File: src/dp_pkg.sv
`default_nettype none

package dp_pkg;

    // datapath word and register index
    typedef logic [31:0] word_t;
    typedef logic [3:0]  reg_addr_t;

    // alu operations, mov and mvn act on operand b only
    typedef enum logic [2:0] {
        ALU_ADD = 3'd0,
        ALU_SUB = 3'd1,
        ALU_AND = 3'd2,
        ALU_ORR = 3'd3,
        ALU_EOR = 3'd4,
        ALU_MOV = 3'd5,
        ALU_MVN = 3'd6,
        ALU_RSB = 3'd7
    } alu_op_e;

    // barrel shifter operations
    typedef enum logic [1:0] {
        SH_LSL = 2'd0,
        SH_LSR = 2'd1,
        SH_ASR = 2'd2,
        SH_ROR = 2'd3
    } shift_op_e;

    // operand register sources
    // alt source is pc for a, post-shift b for b, zero for s
    typedef enum logic [1:0] {
        FWD_RF   = 2'd0,
        FWD_ALU  = 2'd1,
        FWD_RSVD = 2'd2,
        FWD_ALT  = 2'd3
    } fwd_sel_e;

    // nzcv positions in the status word
    localparam int FLAG_N = 31;
    localparam int FLAG_Z = 30;
    localparam int FLAG_C = 29;
    localparam int FLAG_V = 28;

endpackage : dp_pkg

`default_nettype wire

File: src/rf_read_if.sv
`timescale 1ns/1ps
`default_nettype none

interface rf_read_if;

    // read addresses
    dp_pkg::reg_addr_t a_addr;
    dp_pkg::reg_addr_t b_addr;
    dp_pkg::reg_addr_t shift_addr;
    dp_pkg::reg_addr_t str_addr;

    // read data, combinational from the array
    dp_pkg::word_t a_data;
    dp_pkg::word_t b_data;
    dp_pkg::word_t shift_data;
    dp_pkg::word_t str_data;

    modport requester (
        output a_addr, b_addr, shift_addr, str_addr,
        input  a_data, b_data, shift_data, str_data
    );

    modport responder (
        input  a_addr, b_addr, shift_addr, str_addr,
        output a_data, b_data, shift_data, str_data
    );

endinterface : rf_read_if

`default_nettype wire

File: src/alu.sv
`timescale 1ns/1ps
`default_nettype none

module alu (
    input  wire dp_pkg::word_t   val_a,
    input  wire dp_pkg::word_t   val_b,
    input  wire dp_pkg::alu_op_e alu_op,
    output dp_pkg::word_t        alu_out,
    output dp_pkg::word_t        flags
);

    logic [31:0] add_x;
    logic [31:0] add_y;
    logic        add_cin;
    logic [32:0] add_sum;
    logic        is_arith;
    logic        carry;
    logic        overflow;

    // shared adder, subtraction as x + ~y + 1
    always_comb begin
        add_x   = val_a;
        add_y   = val_b;
        add_cin = 1'b0;
        case (alu_op)
            dp_pkg::ALU_SUB: begin
                add_y   = ~val_b;
                add_cin = 1'b1;
            end
            dp_pkg::ALU_RSB: begin
                add_x   = val_b;
                add_y   = ~val_a;
                add_cin = 1'b1;
            end
            default: begin
                add_cin = 1'b0;
            end
        endcase
    end

    assign add_sum = {1'b0, add_x} + {1'b0, add_y} + {32'b0, add_cin};

    assign is_arith = (alu_op == dp_pkg::ALU_ADD) || (alu_op == dp_pkg::ALU_SUB) ||
                      (alu_op == dp_pkg::ALU_RSB);

    // carry out doubles as no-borrow on subtraction
    assign carry    = is_arith && add_sum[32];
    assign overflow = is_arith && (add_x[31] == add_y[31]) && (add_sum[31] != add_x[31]);

    always_comb begin
        case (alu_op)
            dp_pkg::ALU_AND: alu_out = val_a & val_b;
            dp_pkg::ALU_ORR: alu_out = val_a | val_b;
            dp_pkg::ALU_EOR: alu_out = val_a ^ val_b;
            dp_pkg::ALU_MOV: alu_out = val_b;
            dp_pkg::ALU_MVN: alu_out = ~val_b;
            default:         alu_out = add_sum[31:0];
        endcase
    end

    // nzcv in the top nibble, everything else zero
    always_comb begin
        flags                = '0;
        flags[dp_pkg::FLAG_N] = alu_out[31];
        flags[dp_pkg::FLAG_Z] = (alu_out == '0);
        flags[dp_pkg::FLAG_C] = carry;
        flags[dp_pkg::FLAG_V] = overflow;
    end

endmodule : alu

`default_nettype wire

File: src/barrel_shifter.sv
`timescale 1ns/1ps
`default_nettype none

module barrel_shifter (
    input  wire dp_pkg::word_t     shift_in,
    input  wire dp_pkg::shift_op_e shift_op,
    input  wire dp_pkg::word_t     shift_amt,
    output dp_pkg::word_t          shift_out
);

    logic [4:0]  amt;
    logic [63:0] rot_wide;
    logic [31:0] lsl_val;
    logic [31:0] lsr_val;
    logic [31:0] asr_val;
    logic [31:0] ror_val;

    // only the low five bits count, larger amounts wrap
    assign amt = shift_amt[4:0];

    assign lsl_val = shift_in << amt;
    assign lsr_val = shift_in >> amt;

    // sign bit fills from the left
    assign asr_val = $signed(shift_in) >>> amt;

    // rotate via a doubled word
    // amount zero leaves the input as is
    assign rot_wide = {shift_in, shift_in} >> amt;
    assign ror_val  = rot_wide[31:0];

    always_comb begin
        case (shift_op)
            dp_pkg::SH_LSL: begin
                shift_out = lsl_val;
            end
            dp_pkg::SH_LSR: begin
                shift_out = lsr_val;
            end
            dp_pkg::SH_ASR: begin
                shift_out = asr_val;
            end
            dp_pkg::SH_ROR: begin
                shift_out = ror_val;
            end
            default: begin
                shift_out = shift_in;
            end
        endcase
    end

endmodule : barrel_shifter

`default_nettype wire

File: src/datapath.sv
`timescale 1ns/1ps
`default_nettype none

module datapath #(
    parameter int NUM_REGS = 16
) (
    input  wire logic               clk,
    input  wire logic               arst_n,
    input  wire dp_pkg::word_t      ram_data,
    input  wire logic               fwd_ram,
    input  wire dp_pkg::reg_addr_t  w_addr1,
    input  wire logic               w_en1,
    input  wire dp_pkg::reg_addr_t  w_addr2,
    input  wire logic               w_en2,
    input  wire dp_pkg::reg_addr_t  w_addr3,
    input  wire logic               w_en3,
    input  wire dp_pkg::word_t      w_data3,
    input  wire dp_pkg::reg_addr_t  a_addr,
    input  wire dp_pkg::reg_addr_t  b_addr,
    input  wire dp_pkg::reg_addr_t  shift_addr,
    input  wire dp_pkg::reg_addr_t  str_addr,
    input  wire dp_pkg::word_t      pc,
    input  wire dp_pkg::fwd_sel_e   sel_a_in,
    input  wire dp_pkg::fwd_sel_e   sel_b_in,
    input  wire dp_pkg::fwd_sel_e   sel_shift_in,
    input  wire logic               en_a,
    input  wire logic               en_b,
    input  wire logic               en_s,
    input  wire dp_pkg::word_t      shift_imm,
    input  wire logic               sel_shift,
    input  wire dp_pkg::shift_op_e  shift_op,
    input  wire logic               sel_a,
    input  wire logic               sel_b,
    input  wire logic               sel_post_shift,
    input  wire dp_pkg::word_t      imm_data,
    input  wire dp_pkg::alu_op_e    alu_op,
    input  wire logic               en_status,
    output dp_pkg::word_t           datapath_out,
    output dp_pkg::word_t           status_out,
    output dp_pkg::word_t           str_data
);

    rf_read_if rf_rd ();

    dp_pkg::word_t a_in, b_in, s_fwd, s_next;
    dp_pkg::word_t a_reg, b_reg, s_reg, status_reg;
    dp_pkg::word_t shift_out, val_a, val_b, val_b_in;
    dp_pkg::word_t alu_out, alu_flags, w_data1;

    assign rf_rd.a_addr     = a_addr;
    assign rf_rd.b_addr     = b_addr;
    assign rf_rd.shift_addr = shift_addr;
    assign rf_rd.str_addr   = str_addr;
    assign str_data         = rf_rd.str_data;

    regfile #(
        .NUM_REGS (NUM_REGS)
    ) u_regfile (
        .clk     (clk),
        .arst_n  (arst_n),
        .w_addr1 (w_addr1),
        .w_en1   (w_en1),
        .w_data1 (w_data1),
        .w_addr2 (w_addr2),
        .w_en2   (w_en2),
        .w_data2 (val_b_in),
        .w_addr3 (w_addr3),
        .w_en3   (w_en3),
        .w_data3 (w_data3),
        .rd      (rf_rd.responder)
    );

    barrel_shifter u_shifter (
        .shift_in  (b_reg),
        .shift_op  (shift_op),
        .shift_amt (s_reg),
        .shift_out (shift_out)
    );

    alu u_alu (
        .val_a   (val_a),
        .val_b   (val_b),
        .alu_op  (alu_op),
        .alu_out (alu_out),
        .flags   (alu_flags)
    );

    // operand selection and write-back values
    assign val_a        = sel_a ? '0 : a_reg;
    assign val_b_in     = sel_b ? imm_data : shift_out;
    assign val_b        = sel_post_shift ? b_reg : val_b_in;
    assign w_data1      = fwd_ram ? ram_data : alu_out;
    assign s_next       = sel_shift ? s_fwd : shift_imm;
    assign datapath_out = alu_out;
    assign status_out   = status_reg;

    // forwarding muxes, reserved code falls back to the register file
    always_comb begin
        case (sel_a_in)
            dp_pkg::FWD_ALU: a_in = alu_out;
            dp_pkg::FWD_ALT: a_in = pc;
            default:         a_in = rf_rd.a_data;
        endcase
        case (sel_b_in)
            dp_pkg::FWD_ALU: b_in = alu_out;
            dp_pkg::FWD_ALT: b_in = val_b;
            default:         b_in = rf_rd.b_data;
        endcase
        case (sel_shift_in)
            dp_pkg::FWD_ALU: s_fwd = alu_out;
            dp_pkg::FWD_ALT: s_fwd = '0;
            default:         s_fwd = rf_rd.shift_data;
        endcase
    end

    // operand and status registers, each holds unless enabled
    always_ff @(posedge clk or negedge arst_n) begin
        if (!arst_n) begin
            a_reg      <= '0;
            b_reg      <= '0;
            s_reg      <= '0;
            status_reg <= '0;
        end else begin
            if (en_a) begin
                a_reg <= a_in;
            end
            if (en_b) begin
                b_reg <= b_in;
            end
            if (en_s) begin
                s_reg <= s_next;
            end
            if (en_status) begin
                status_reg <= alu_flags;
            end
        end
    end

    // the s mux only matters when the register operand is taken
    a_no_rsvd_fwd: assert property (@(posedge clk) disable iff (!arst_n)
        !((en_a && sel_a_in == dp_pkg::FWD_RSVD) ||
          (en_b && sel_b_in == dp_pkg::FWD_RSVD) ||
          (en_s && sel_shift && sel_shift_in == dp_pkg::FWD_RSVD)))
        else $error("datapath: reserved forwarding select with register enable high");

endmodule : datapath

`default_nettype wire

File: src/datapath_top.sv
`timescale 1ns/1ps
`default_nettype none

module datapath_top #(
    parameter int NUM_REGS = 16
) (
    input  wire logic               clk,
    input  wire logic               arst_n,
    input  wire dp_pkg::word_t      ram_data,
    input  wire logic               fwd_ram,
    input  wire dp_pkg::reg_addr_t  w_addr1,
    input  wire logic               w_en1,
    input  wire dp_pkg::reg_addr_t  w_addr2,
    input  wire logic               w_en2,
    input  wire dp_pkg::reg_addr_t  w_addr3,
    input  wire logic               w_en3,
    input  wire dp_pkg::word_t      w_data3,
    input  wire dp_pkg::reg_addr_t  a_addr,
    input  wire dp_pkg::reg_addr_t  b_addr,
    input  wire dp_pkg::reg_addr_t  shift_addr,
    input  wire dp_pkg::reg_addr_t  str_addr,
    input  wire dp_pkg::word_t      pc,
    input  wire dp_pkg::fwd_sel_e   sel_a_in,
    input  wire dp_pkg::fwd_sel_e   sel_b_in,
    input  wire dp_pkg::fwd_sel_e   sel_shift_in,
    input  wire logic               en_a,
    input  wire logic               en_b,
    input  wire logic               en_s,
    input  wire dp_pkg::word_t      shift_imm,
    input  wire logic               sel_shift,
    input  wire dp_pkg::shift_op_e  shift_op,
    input  wire logic               sel_a,
    input  wire logic               sel_b,
    input  wire logic               sel_post_shift,
    input  wire dp_pkg::word_t      imm_data,
    input  wire dp_pkg::alu_op_e    alu_op,
    input  wire logic               en_status,
    output dp_pkg::word_t           datapath_out,
    output dp_pkg::word_t           status_out,
    output dp_pkg::word_t           str_data
);

    // register count chosen here and passed down to the register file
    datapath #(
        .NUM_REGS (NUM_REGS)
    ) u_datapath (
        .clk            (clk),
        .arst_n         (arst_n),
        .ram_data       (ram_data),
        .fwd_ram        (fwd_ram),
        .w_addr1        (w_addr1),
        .w_en1          (w_en1),
        .w_addr2        (w_addr2),
        .w_en2          (w_en2),
        .w_addr3        (w_addr3),
        .w_en3          (w_en3),
        .w_data3        (w_data3),
        .a_addr         (a_addr),
        .b_addr         (b_addr),
        .shift_addr     (shift_addr),
        .str_addr       (str_addr),
        .pc             (pc),
        .sel_a_in       (sel_a_in),
        .sel_b_in       (sel_b_in),
        .sel_shift_in   (sel_shift_in),
        .en_a           (en_a),
        .en_b           (en_b),
        .en_s           (en_s),
        .shift_imm      (shift_imm),
        .sel_shift      (sel_shift),
        .shift_op       (shift_op),
        .sel_a          (sel_a),
        .sel_b          (sel_b),
        .sel_post_shift (sel_post_shift),
        .imm_data       (imm_data),
        .alu_op         (alu_op),
        .en_status      (en_status),
        .datapath_out   (datapath_out),
        .status_out     (status_out),
        .str_data       (str_data)
    );

endmodule : datapath_top

`default_nettype wire

File: src/regfile.sv
`timescale 1ns/1ps
`default_nettype none

module regfile #(
    parameter int NUM_REGS = 16
) (
    input  wire logic               clk,
    input  wire logic               arst_n,
    input  wire dp_pkg::reg_addr_t  w_addr1,
    input  wire logic               w_en1,
    input  wire dp_pkg::word_t      w_data1,
    input  wire dp_pkg::reg_addr_t  w_addr2,
    input  wire logic               w_en2,
    input  wire dp_pkg::word_t      w_data2,
    input  wire dp_pkg::reg_addr_t  w_addr3,
    input  wire logic               w_en3,
    input  wire dp_pkg::word_t      w_data3,
    rf_read_if.responder            rd
);

    dp_pkg::word_t regs [NUM_REGS];

    // one flop row per register
    // port 3 beats port 2, port 2 beats port 1
    for (genvar i = 0; i < NUM_REGS; i++) begin : g_reg
        always_ff @(posedge clk or negedge arst_n) begin
            if (!arst_n) begin
                regs[i] <= '0;
            end else if (w_en3 && w_addr3 == dp_pkg::reg_addr_t'(i)) begin
                regs[i] <= w_data3;
            end else if (w_en2 && w_addr2 == dp_pkg::reg_addr_t'(i)) begin
                regs[i] <= w_data2;
            end else if (w_en1 && w_addr1 == dp_pkg::reg_addr_t'(i)) begin
                regs[i] <= w_data1;
            end
        end
    end

    // four read ports, addresses past the array give zero
    always_comb begin
        rd.a_data     = '0;
        rd.b_data     = '0;
        rd.shift_data = '0;
        rd.str_data   = '0;
        for (int i = 0; i < NUM_REGS; i++) begin
            if (rd.a_addr == dp_pkg::reg_addr_t'(i)) begin
                rd.a_data = regs[i];
            end
            if (rd.b_addr == dp_pkg::reg_addr_t'(i)) begin
                rd.b_data = regs[i];
            end
            if (rd.shift_addr == dp_pkg::reg_addr_t'(i)) begin
                rd.shift_data = regs[i];
            end
            if (rd.str_addr == dp_pkg::reg_addr_t'(i)) begin
                rd.str_data = regs[i];
            end
        end
    end

    // writes beyond a reduced register count would be silently dropped
    a_waddr_in_range: assert property (@(posedge clk) disable iff (!arst_n)
        (!w_en1 || int'(w_addr1) < NUM_REGS) &&
        (!w_en2 || int'(w_addr2) < NUM_REGS) &&
        (!w_en3 || int'(w_addr3) < NUM_REGS))
        else $error("regfile: enabled write address outside the register array");

endmodule : regfile

`default_nettype wire

File: config.mk
export PLATFORM = sky130hd
export DESIGN_NAME = datapath_top
export DESIGN_NICKNAME = d
export VERILOG_FILES = /design/src/dp_pkg.sv /design/src/rf_read_if.sv /design/src/alu.sv /design/src/barrel_shifter.sv /design/src/datapath.sv /design/src/datapath_top.sv /design/src/regfile.sv
export SDC_FILE = /design/constraint.sdc
export NUM_CORES = 2
export LEC_CHECK = 0
export BUFFER_PORTS_ARGS = -buffer_cell sky130_fd_sc_hd__buf_4
export CORE_MARGIN = 1
export CORE_UTILIZATION = 35
export DETAILED_ROUTE_END_ITERATION = 10
export HOLD_SLACK_MARGIN = 0.08
export PLACE_DENSITY = 0.47
export SLEW_MARGIN = 15
export SYNTH_ARGS = -nofsm -noshare
export SYNTH_HDL_FRONTEND = slang
export SYNTH_SLANG_ARGS = --single-unit
File: constraint.sdc
create_clock -name clk -period 13.2 [get_ports clk]
set_input_delay 2.64 -clock clk [delete_from_list [all_inputs] [get_ports clk]]
set_output_delay 2.64 -clock clk [all_outputs]
set_load 0.01 [all_outputs]
# After elaboration in Yosys (flattened, before gate mapping)
# Index checks and enable logic that the tools add are counted.
[totals] regBits=585 out_inout_bits=96 wordCells=359 input_bits=213
[op_classes] muxes=125 n_eq_ne=123 n_shift=4 bitwise_logic=5 n_addsub=2 n_reduce_logical=80
[ops] operator="32-bit two-way mux" count=101
[ops] operator="4-bit == test (second input constant)" count=56
[ops] operator="32-bit one-hot mux with 2 select lines" count=3
[ops] operator="32-bit one-hot mux with 5 select lines" count=1
[ops] operator="32-bit one-hot mux with 4 select lines" count=1
[ops] operator="4-bit by 3-bit == test with 1-bit output (second input constant)" count=28
[ops] operator="5-bit two-way mux" count=17
[ops] operator="32-bit NOT" count=2
[ops] operator="64-bit by 5-bit >> shifter with 32-bit output" count=1
[ops] operator="4-bit by 2-bit == test with 1-bit output (second input constant)" count=14
[ops] operator="1-bit logical AND" count=51
[ops] operator="3-bit nonzero test" count=16
[ops] operator="32-bit by 32-bit adder with 33-bit output" count=1
[ops] operator="33-bit by 1-bit adder with 33-bit output" count=1
[ops] operator="32-bit bitwise AND" count=1
[ops] operator="32-bit logical NOT" count=1
[ops] operator="32-bit OR" count=1
[ops] operator="32-bit by 5-bit << shifter with 32-bit output" count=1
[ops] operator="32-bit by 5-bit >> shifter with 32-bit output" count=1
[ops] operator="32-bit by 5-bit >>> shifter with 32-bit output" count=1
[ops] operator="32-bit bitwise XOR" count=1
[ops] operator="4-bit by 1-bit == test with 1-bit output (second input constant)" count=7
[ops] operator="4-bit logical NOT" count=7
[ops] operator="3-bit == test (second input constant)" count=4
[ops] operator="other kinds (12)" count=21

# Logic depth before layout (Yosys ltp)
[logic_depth] depth_word=19 ltp_mapped=30 mapped_depth_nobuf=24

# By module
# From an unflattened synthesis, not the netlist that was laid out.
[hier_totals] hier_cells=8252 hier_area_um2=68360.6
[by_module_without_submodules] mod="regfile" n_inst=1 cells_each=5761 area_per_inst_um2=48154.9
[by_module_without_submodules] mod="datapath" n_inst=1 cells_each=849 area_per_inst_um2=8682.1
[by_module_without_submodules] mod="barrel_shifter" n_inst=1 cells_each=782 area_per_inst_um2=5934.4
[by_module_without_submodules] mod="alu" n_inst=1 cells_each=860 area_per_inst_um2=5589.1

# Worst setup path before layout
# Ideal clock, no wire load.
[synth_timing] path_type="input port to output port" from="input port shift_op[1]" to="output port datapath_out[30]" path_buffers=2 slack_ns=3.124 arrival_ns=7.436 path_stages=18 cell_sequence="clkbuf_1 nor2_1 nor3_1 a221o_1 o31a_1 clkbuf_1 mux2i_1 o221ai_1 fa_1 fa_1 a211oi_1 o2111ai_1 nand4_1 a211oi_1 o31ai_1 o21ai_0 xnor2_1 o211ai_1"
[synth_between] elab_chain_cells=9 word_cells_on_any_way=16 classes_between="2 x add/sub; 3 x eq/ne; 6 x mux; 4 x bitwise; 1 x reduce/logical"
[synth_lines] item="from (decl)" line="datapath_top.sv:31" text="input wire dp_pkg::shift_op_e shift_op,"
[synth_lines] item="2-bit == test (tied with other cells)" line="barrel_shifter.sv:33" text="case (shift_op)"
[synth_lines] item="32-bit one-hot mux with 4 select lines (*)" line="barrel_shifter.sv:33"
[synth_lines] item="32-bit two-way mux (*)" line="datapath.sv:90" text="assign val_b_in = sel_b ? imm_data : shift_out;"
[synth_lines] item="32-bit two-way mux (*)" line="datapath.sv:91" text="assign val_b = sel_post_shift ? b_reg : val_b_in;"
[synth_lines] item="32-bit NOT" line="alu.sv:27, alu.sv:56"
[synth_lines] item="32-bit one-hot mux with 2 select lines" line="alu.sv:25" text="case (alu_op)"
[synth_lines] item="32-bit by 32-bit adder with 33-bit output" line="alu.sv:41" text="assign add_sum = {1'b0, add_x} + {1'b0, add_y} + {32'b0, add_cin};"
[synth_lines] item="33-bit by 1-bit adder with 33-bit output" line="alu.sv:41"
[synth_lines] item="32-bit one-hot mux with 5 select lines (*)" line="alu.sv:51" text="case (alu_op)"
[synth_lines] item="to (decl)" line="datapath_top.sv:38" text="output dp_pkg::word_t datapath_out,"
# Every way passes the cells marked *; elsewhere a longest branch is shown, timed or not.

# Worst setup path after layout
[layout_timing] from="input port shift_op[0]" to="output port datapath_out[27]"
# Same word-level chain as after synthesis.

==> results.md <==
- First-pass DRT Iterations: 10
- Setup WS pre-CTS: 1.67 ns
- Initial antenna violation count: 24
- Gr ovfl total: 0
- Total power: a little over 10 mW
- Max VDD drop: 0.101 mV
- Final wirelength: 395 mm
- TNS Setup: 0 ns
- Row count: around 150
- Worst r2r src: u_datapath.s_reg[1]
- Arrival time of the worst setup path: between 9 and 10 ns
- Synth top area cells: dfrtp_1 26%, a22oi_1 6.3%, a21oi_1 5.8%
- # resized after CTS: 0
- Area growth, synth to finish: 12.5%
- Max Clk Rate: 0.0847 GHz
- Die Height: 400 µm
- GR peak layer: met2
- Largest net degree at the start of global routing: ~130
- Final cell area excluding filler cells: about 0.062 mm²
- Post-route setup slack: between 1 and 1.5 ns
- Starting Density: 35.4%
- Placed cell areas: 0.0596 mm²
- Yosys synthesis warning count: 0
- M2 GR Usage: 69.2%
- Worst r2r path cells: 21
- Synthesized instance count: roughly 7,300
- Via density: 7.39
- Result of the run: completed
- Vias in the first global route: 62,300
- R2R Path End: u_datapath.u_regfile.regs[468]
- IO Pins: between 300 and 400
- Final ANT Viol Nets: 0
- Crit path kind: in2out
- Reg2Reg Setup Slack: 4.06 ns
- Final setup viols: 0
- Post-Route Skew: 0.0423 ns
- Fillers: 16,300
- Hold Fails Final Rpt: 0
- Unrepaired setup endpoints after global routing: no
- Post-Syn Area per Cell: 7.63 µm²
- Ratio of cells with drive above 1 in the final layout: 16.0%
- Worst Path Max Fanout: 37
- Max cap viols: 0
- Relative slew slack: 9.25%
- Yosys top cell area share: 26.4%
- DR vias: 68,700
- DRC: 0
- Clock transition at path regs: 0.05 ns
- GRT Resource Usage Total: 47.2%
- CTS H-tree lvls: 3
- CTS tree: built
- Fin crit period: between 10 and 15 ns
- Sequential-to-total area share from yosys stat: 26.4%
- Fin util: roughly two fifths
- Synth area leader: dfrtp_1
- Routed WL per cell: ~42 µm
- Final Slew Violations: 0
- Number of flip-flops under the largest register name: 512
- Total core area: 0.157 mm²
- Cell variety after synth: about 120
- Post-synth EDFFs: 0
- Multi-input logic area: 0.0374 mm²
- CTS Root Cell: clkbuf_16
- Synth Register Bits: 585
- Prevailing post-synth register cell: dfrtp_1
- Hold Path Sink: u_datapath.b_reg[16]
- Worst-Margin Slew: 1.36 ns
- GR Layer Usage met1: between 50% and 60%
- Met3 Usage GRT: 13.6%
- Leak: 24.8 nW
- Postcts setup bufs: 0
- Register Area: 0.0147 mm²
- Hold Path Stages: 1
- Hold Path Class: reg2reg
- Gpl congestion: 1.04
- Initial DRC Count: 13,000
- CP required: 10.56 ns
- Post-detail-place hpwl: ~280 mm
- Die Wd: 400 µm
- Area of the die: 0.160 mm²
- Later-pin clock latency in the skew report: 0.74 ns
- Cell Pwr Density: 162 mW/mm²
- CTS Sinks: around 590
- Final #Nets: 7,463
- Nature of the critical path endpoint: output pin
- Clock Tree Buf Depth: 3
- Worst setup SP type: input pin
- Hold-fix buffers at CTS: 0
- PortBufs: 253
- Mapped Area: 0.0555 mm²
- Asr flop ratio synth: 100%
- CTS buffer count: 82
- Final period util: 89.5%
- Global-route wire length before repair: roughly 540 mm
- Hold path startpoint: u_datapath.b_reg[16]
==> cell families (layout without fill, tap and decap cells) <==
family / count (synthesis) / in the layout / synth area share (%)
compound gates: 3102 / 3102 / 36.9
simple gates: 2098 / 2098 / 16.6
buf+inv: 965 / 887 / 7.36
flops: 585 / 585 / 26.4
mux: 397 / 397 / 10.1
fa+ha+maj: 97 / 97 / 2.21
xor+xnor: 25 / 25 / 0.395
other cells: 1 / 41 / 0.00676
==> layout by cell type (no fill, tap or decap), types with 25 or more instances in the layout <==
cell type,Yosys,routed
a31oi_1,122,121
dfrtp_1,585,581
a22oi_1,468,467
a21o_1,26,26
nor2b_1,79,76
ha_1,95,95
nand2b_1,76,75
mux2_2,94,94
o31ai_1,27,25
inv_1,133,132
and3_1,38,38
nor3_1,75,55
a211oi_1,107,107
clkbuf_16,0,84
a21oi_1,647,646
nor2_2,2,51
conb_1,1,28
nand4_1,69,69
mux4_2,120,120
a221o_1,70,70
o21ai_1,211,208
a222oi_1,104,104
o221ai_1,71,69
o22ai_1,208,208
nand3_1,122,119
nand2_1,782,780
o211ai_1,111,111
mux2i_1,173,172
nor2_1,738,676
o21ai_0,555,554
a221oi_1,108,108
a22o_1,34,34
buf_4,49,587
==> metal layers <==
metal	wire, µm	share of wire [%]	vias to the layer above
met5	151	0.038	-
met1	146000	37	33800
li1	-	-	27400
met2	164000	41	6015
met4	34800	8.8	24
met3	50400	13	1449
==> Yosys cell counts, types with 51 or more instances <==
library cell  count
a211oi_1        107
a21oi_1         647
a221o_1          70
a221oi_1        108
a222oi_1        104
a22oi_1         468
a31oi_1         122
buf_1            62
buf_2            51
clkbuf_1        633
dfrtp_1         585
ha_1             95
inv_1           133
mux2_2           94
mux2i_1         173
mux4_2          120
nand2_1         782
nand2b_1         76
nand3_1         122
nand4_1          69
nor2_1          738
nor2b_1          79
nor3_1           75
o211ai_1        111
o21ai_0         555
o21ai_1         211
o221ai_1         71
o22ai_1         208
==> metrics by stage <==
| step | instances | hold slack (ns) |
|---|---|---|
| after floorplan | 7297 | 0.456 |
| after global placement | 9127 | 0.459 |
| after detailed placement | 9127 | 0.468 |
| after CTS | 9277 | 0.479 |
| after global routing | 9281 | 0.506 |
| final | 9290 | 0.478 |
==> report_power, final <==
part           total, mW  internal, mW  switching (mW)
logic               4.51          1.56            2.95
clock network       2.41          1.39            1.02
registers           3.17          2.32           0.851
==> cell type report <==
cell class | count | share of cell area, %
antenna | 13 | 0.0521
clock buffer | 120 | 3.93
clock inverter | 30 | 0.515
inverter | 147 | 0.884
multi-input combinational | 5747 | 59.9
sequential | 585 | 23.5
tap | 2058 | 4.12
timing repair buffer | 590 | 7.14
==> worst max-delay path by stage <==
stage	startpoint	end	slack (ns)	cells after the start
after CTS	shift_op[0]	datapath_out[29]	1.63	23
after detailed placement	shift_op[0]	datapath_out[29]	1.67	23
after global placement	shift_op[0]	datapath_out[29]	1.59	23
final	shift_op[0]	datapath_out[27]	1.39	22
after global routing	shift_op[0]	datapath_out[29]	1.20	23
after floorplan	shift_op[1]	datapath_out[30]	3.12	18
==> critical path, stage by stage <==
cell      delay [ns]
buf_4           0.40
nand3_1         0.42
a21oi_1         0.24
nand3_1         0.20
a311oi_2        0.97
a21boi_1        0.20
buf_4           0.26
inv_2           0.30
o21ai_1         0.21
nand2_1         0.13
o221ai_1        0.11
ha_1            0.42
nand4_1         0.20
nor2_1          0.08
o41ai_1         0.55
nand3_1         0.25
o21ai_0         0.36
a21boi_0        0.21
buf_4           0.18
a21oi_1         0.11
o21a_1          0.47
buf_4           0.22
(Power assumes the default switching activity.)
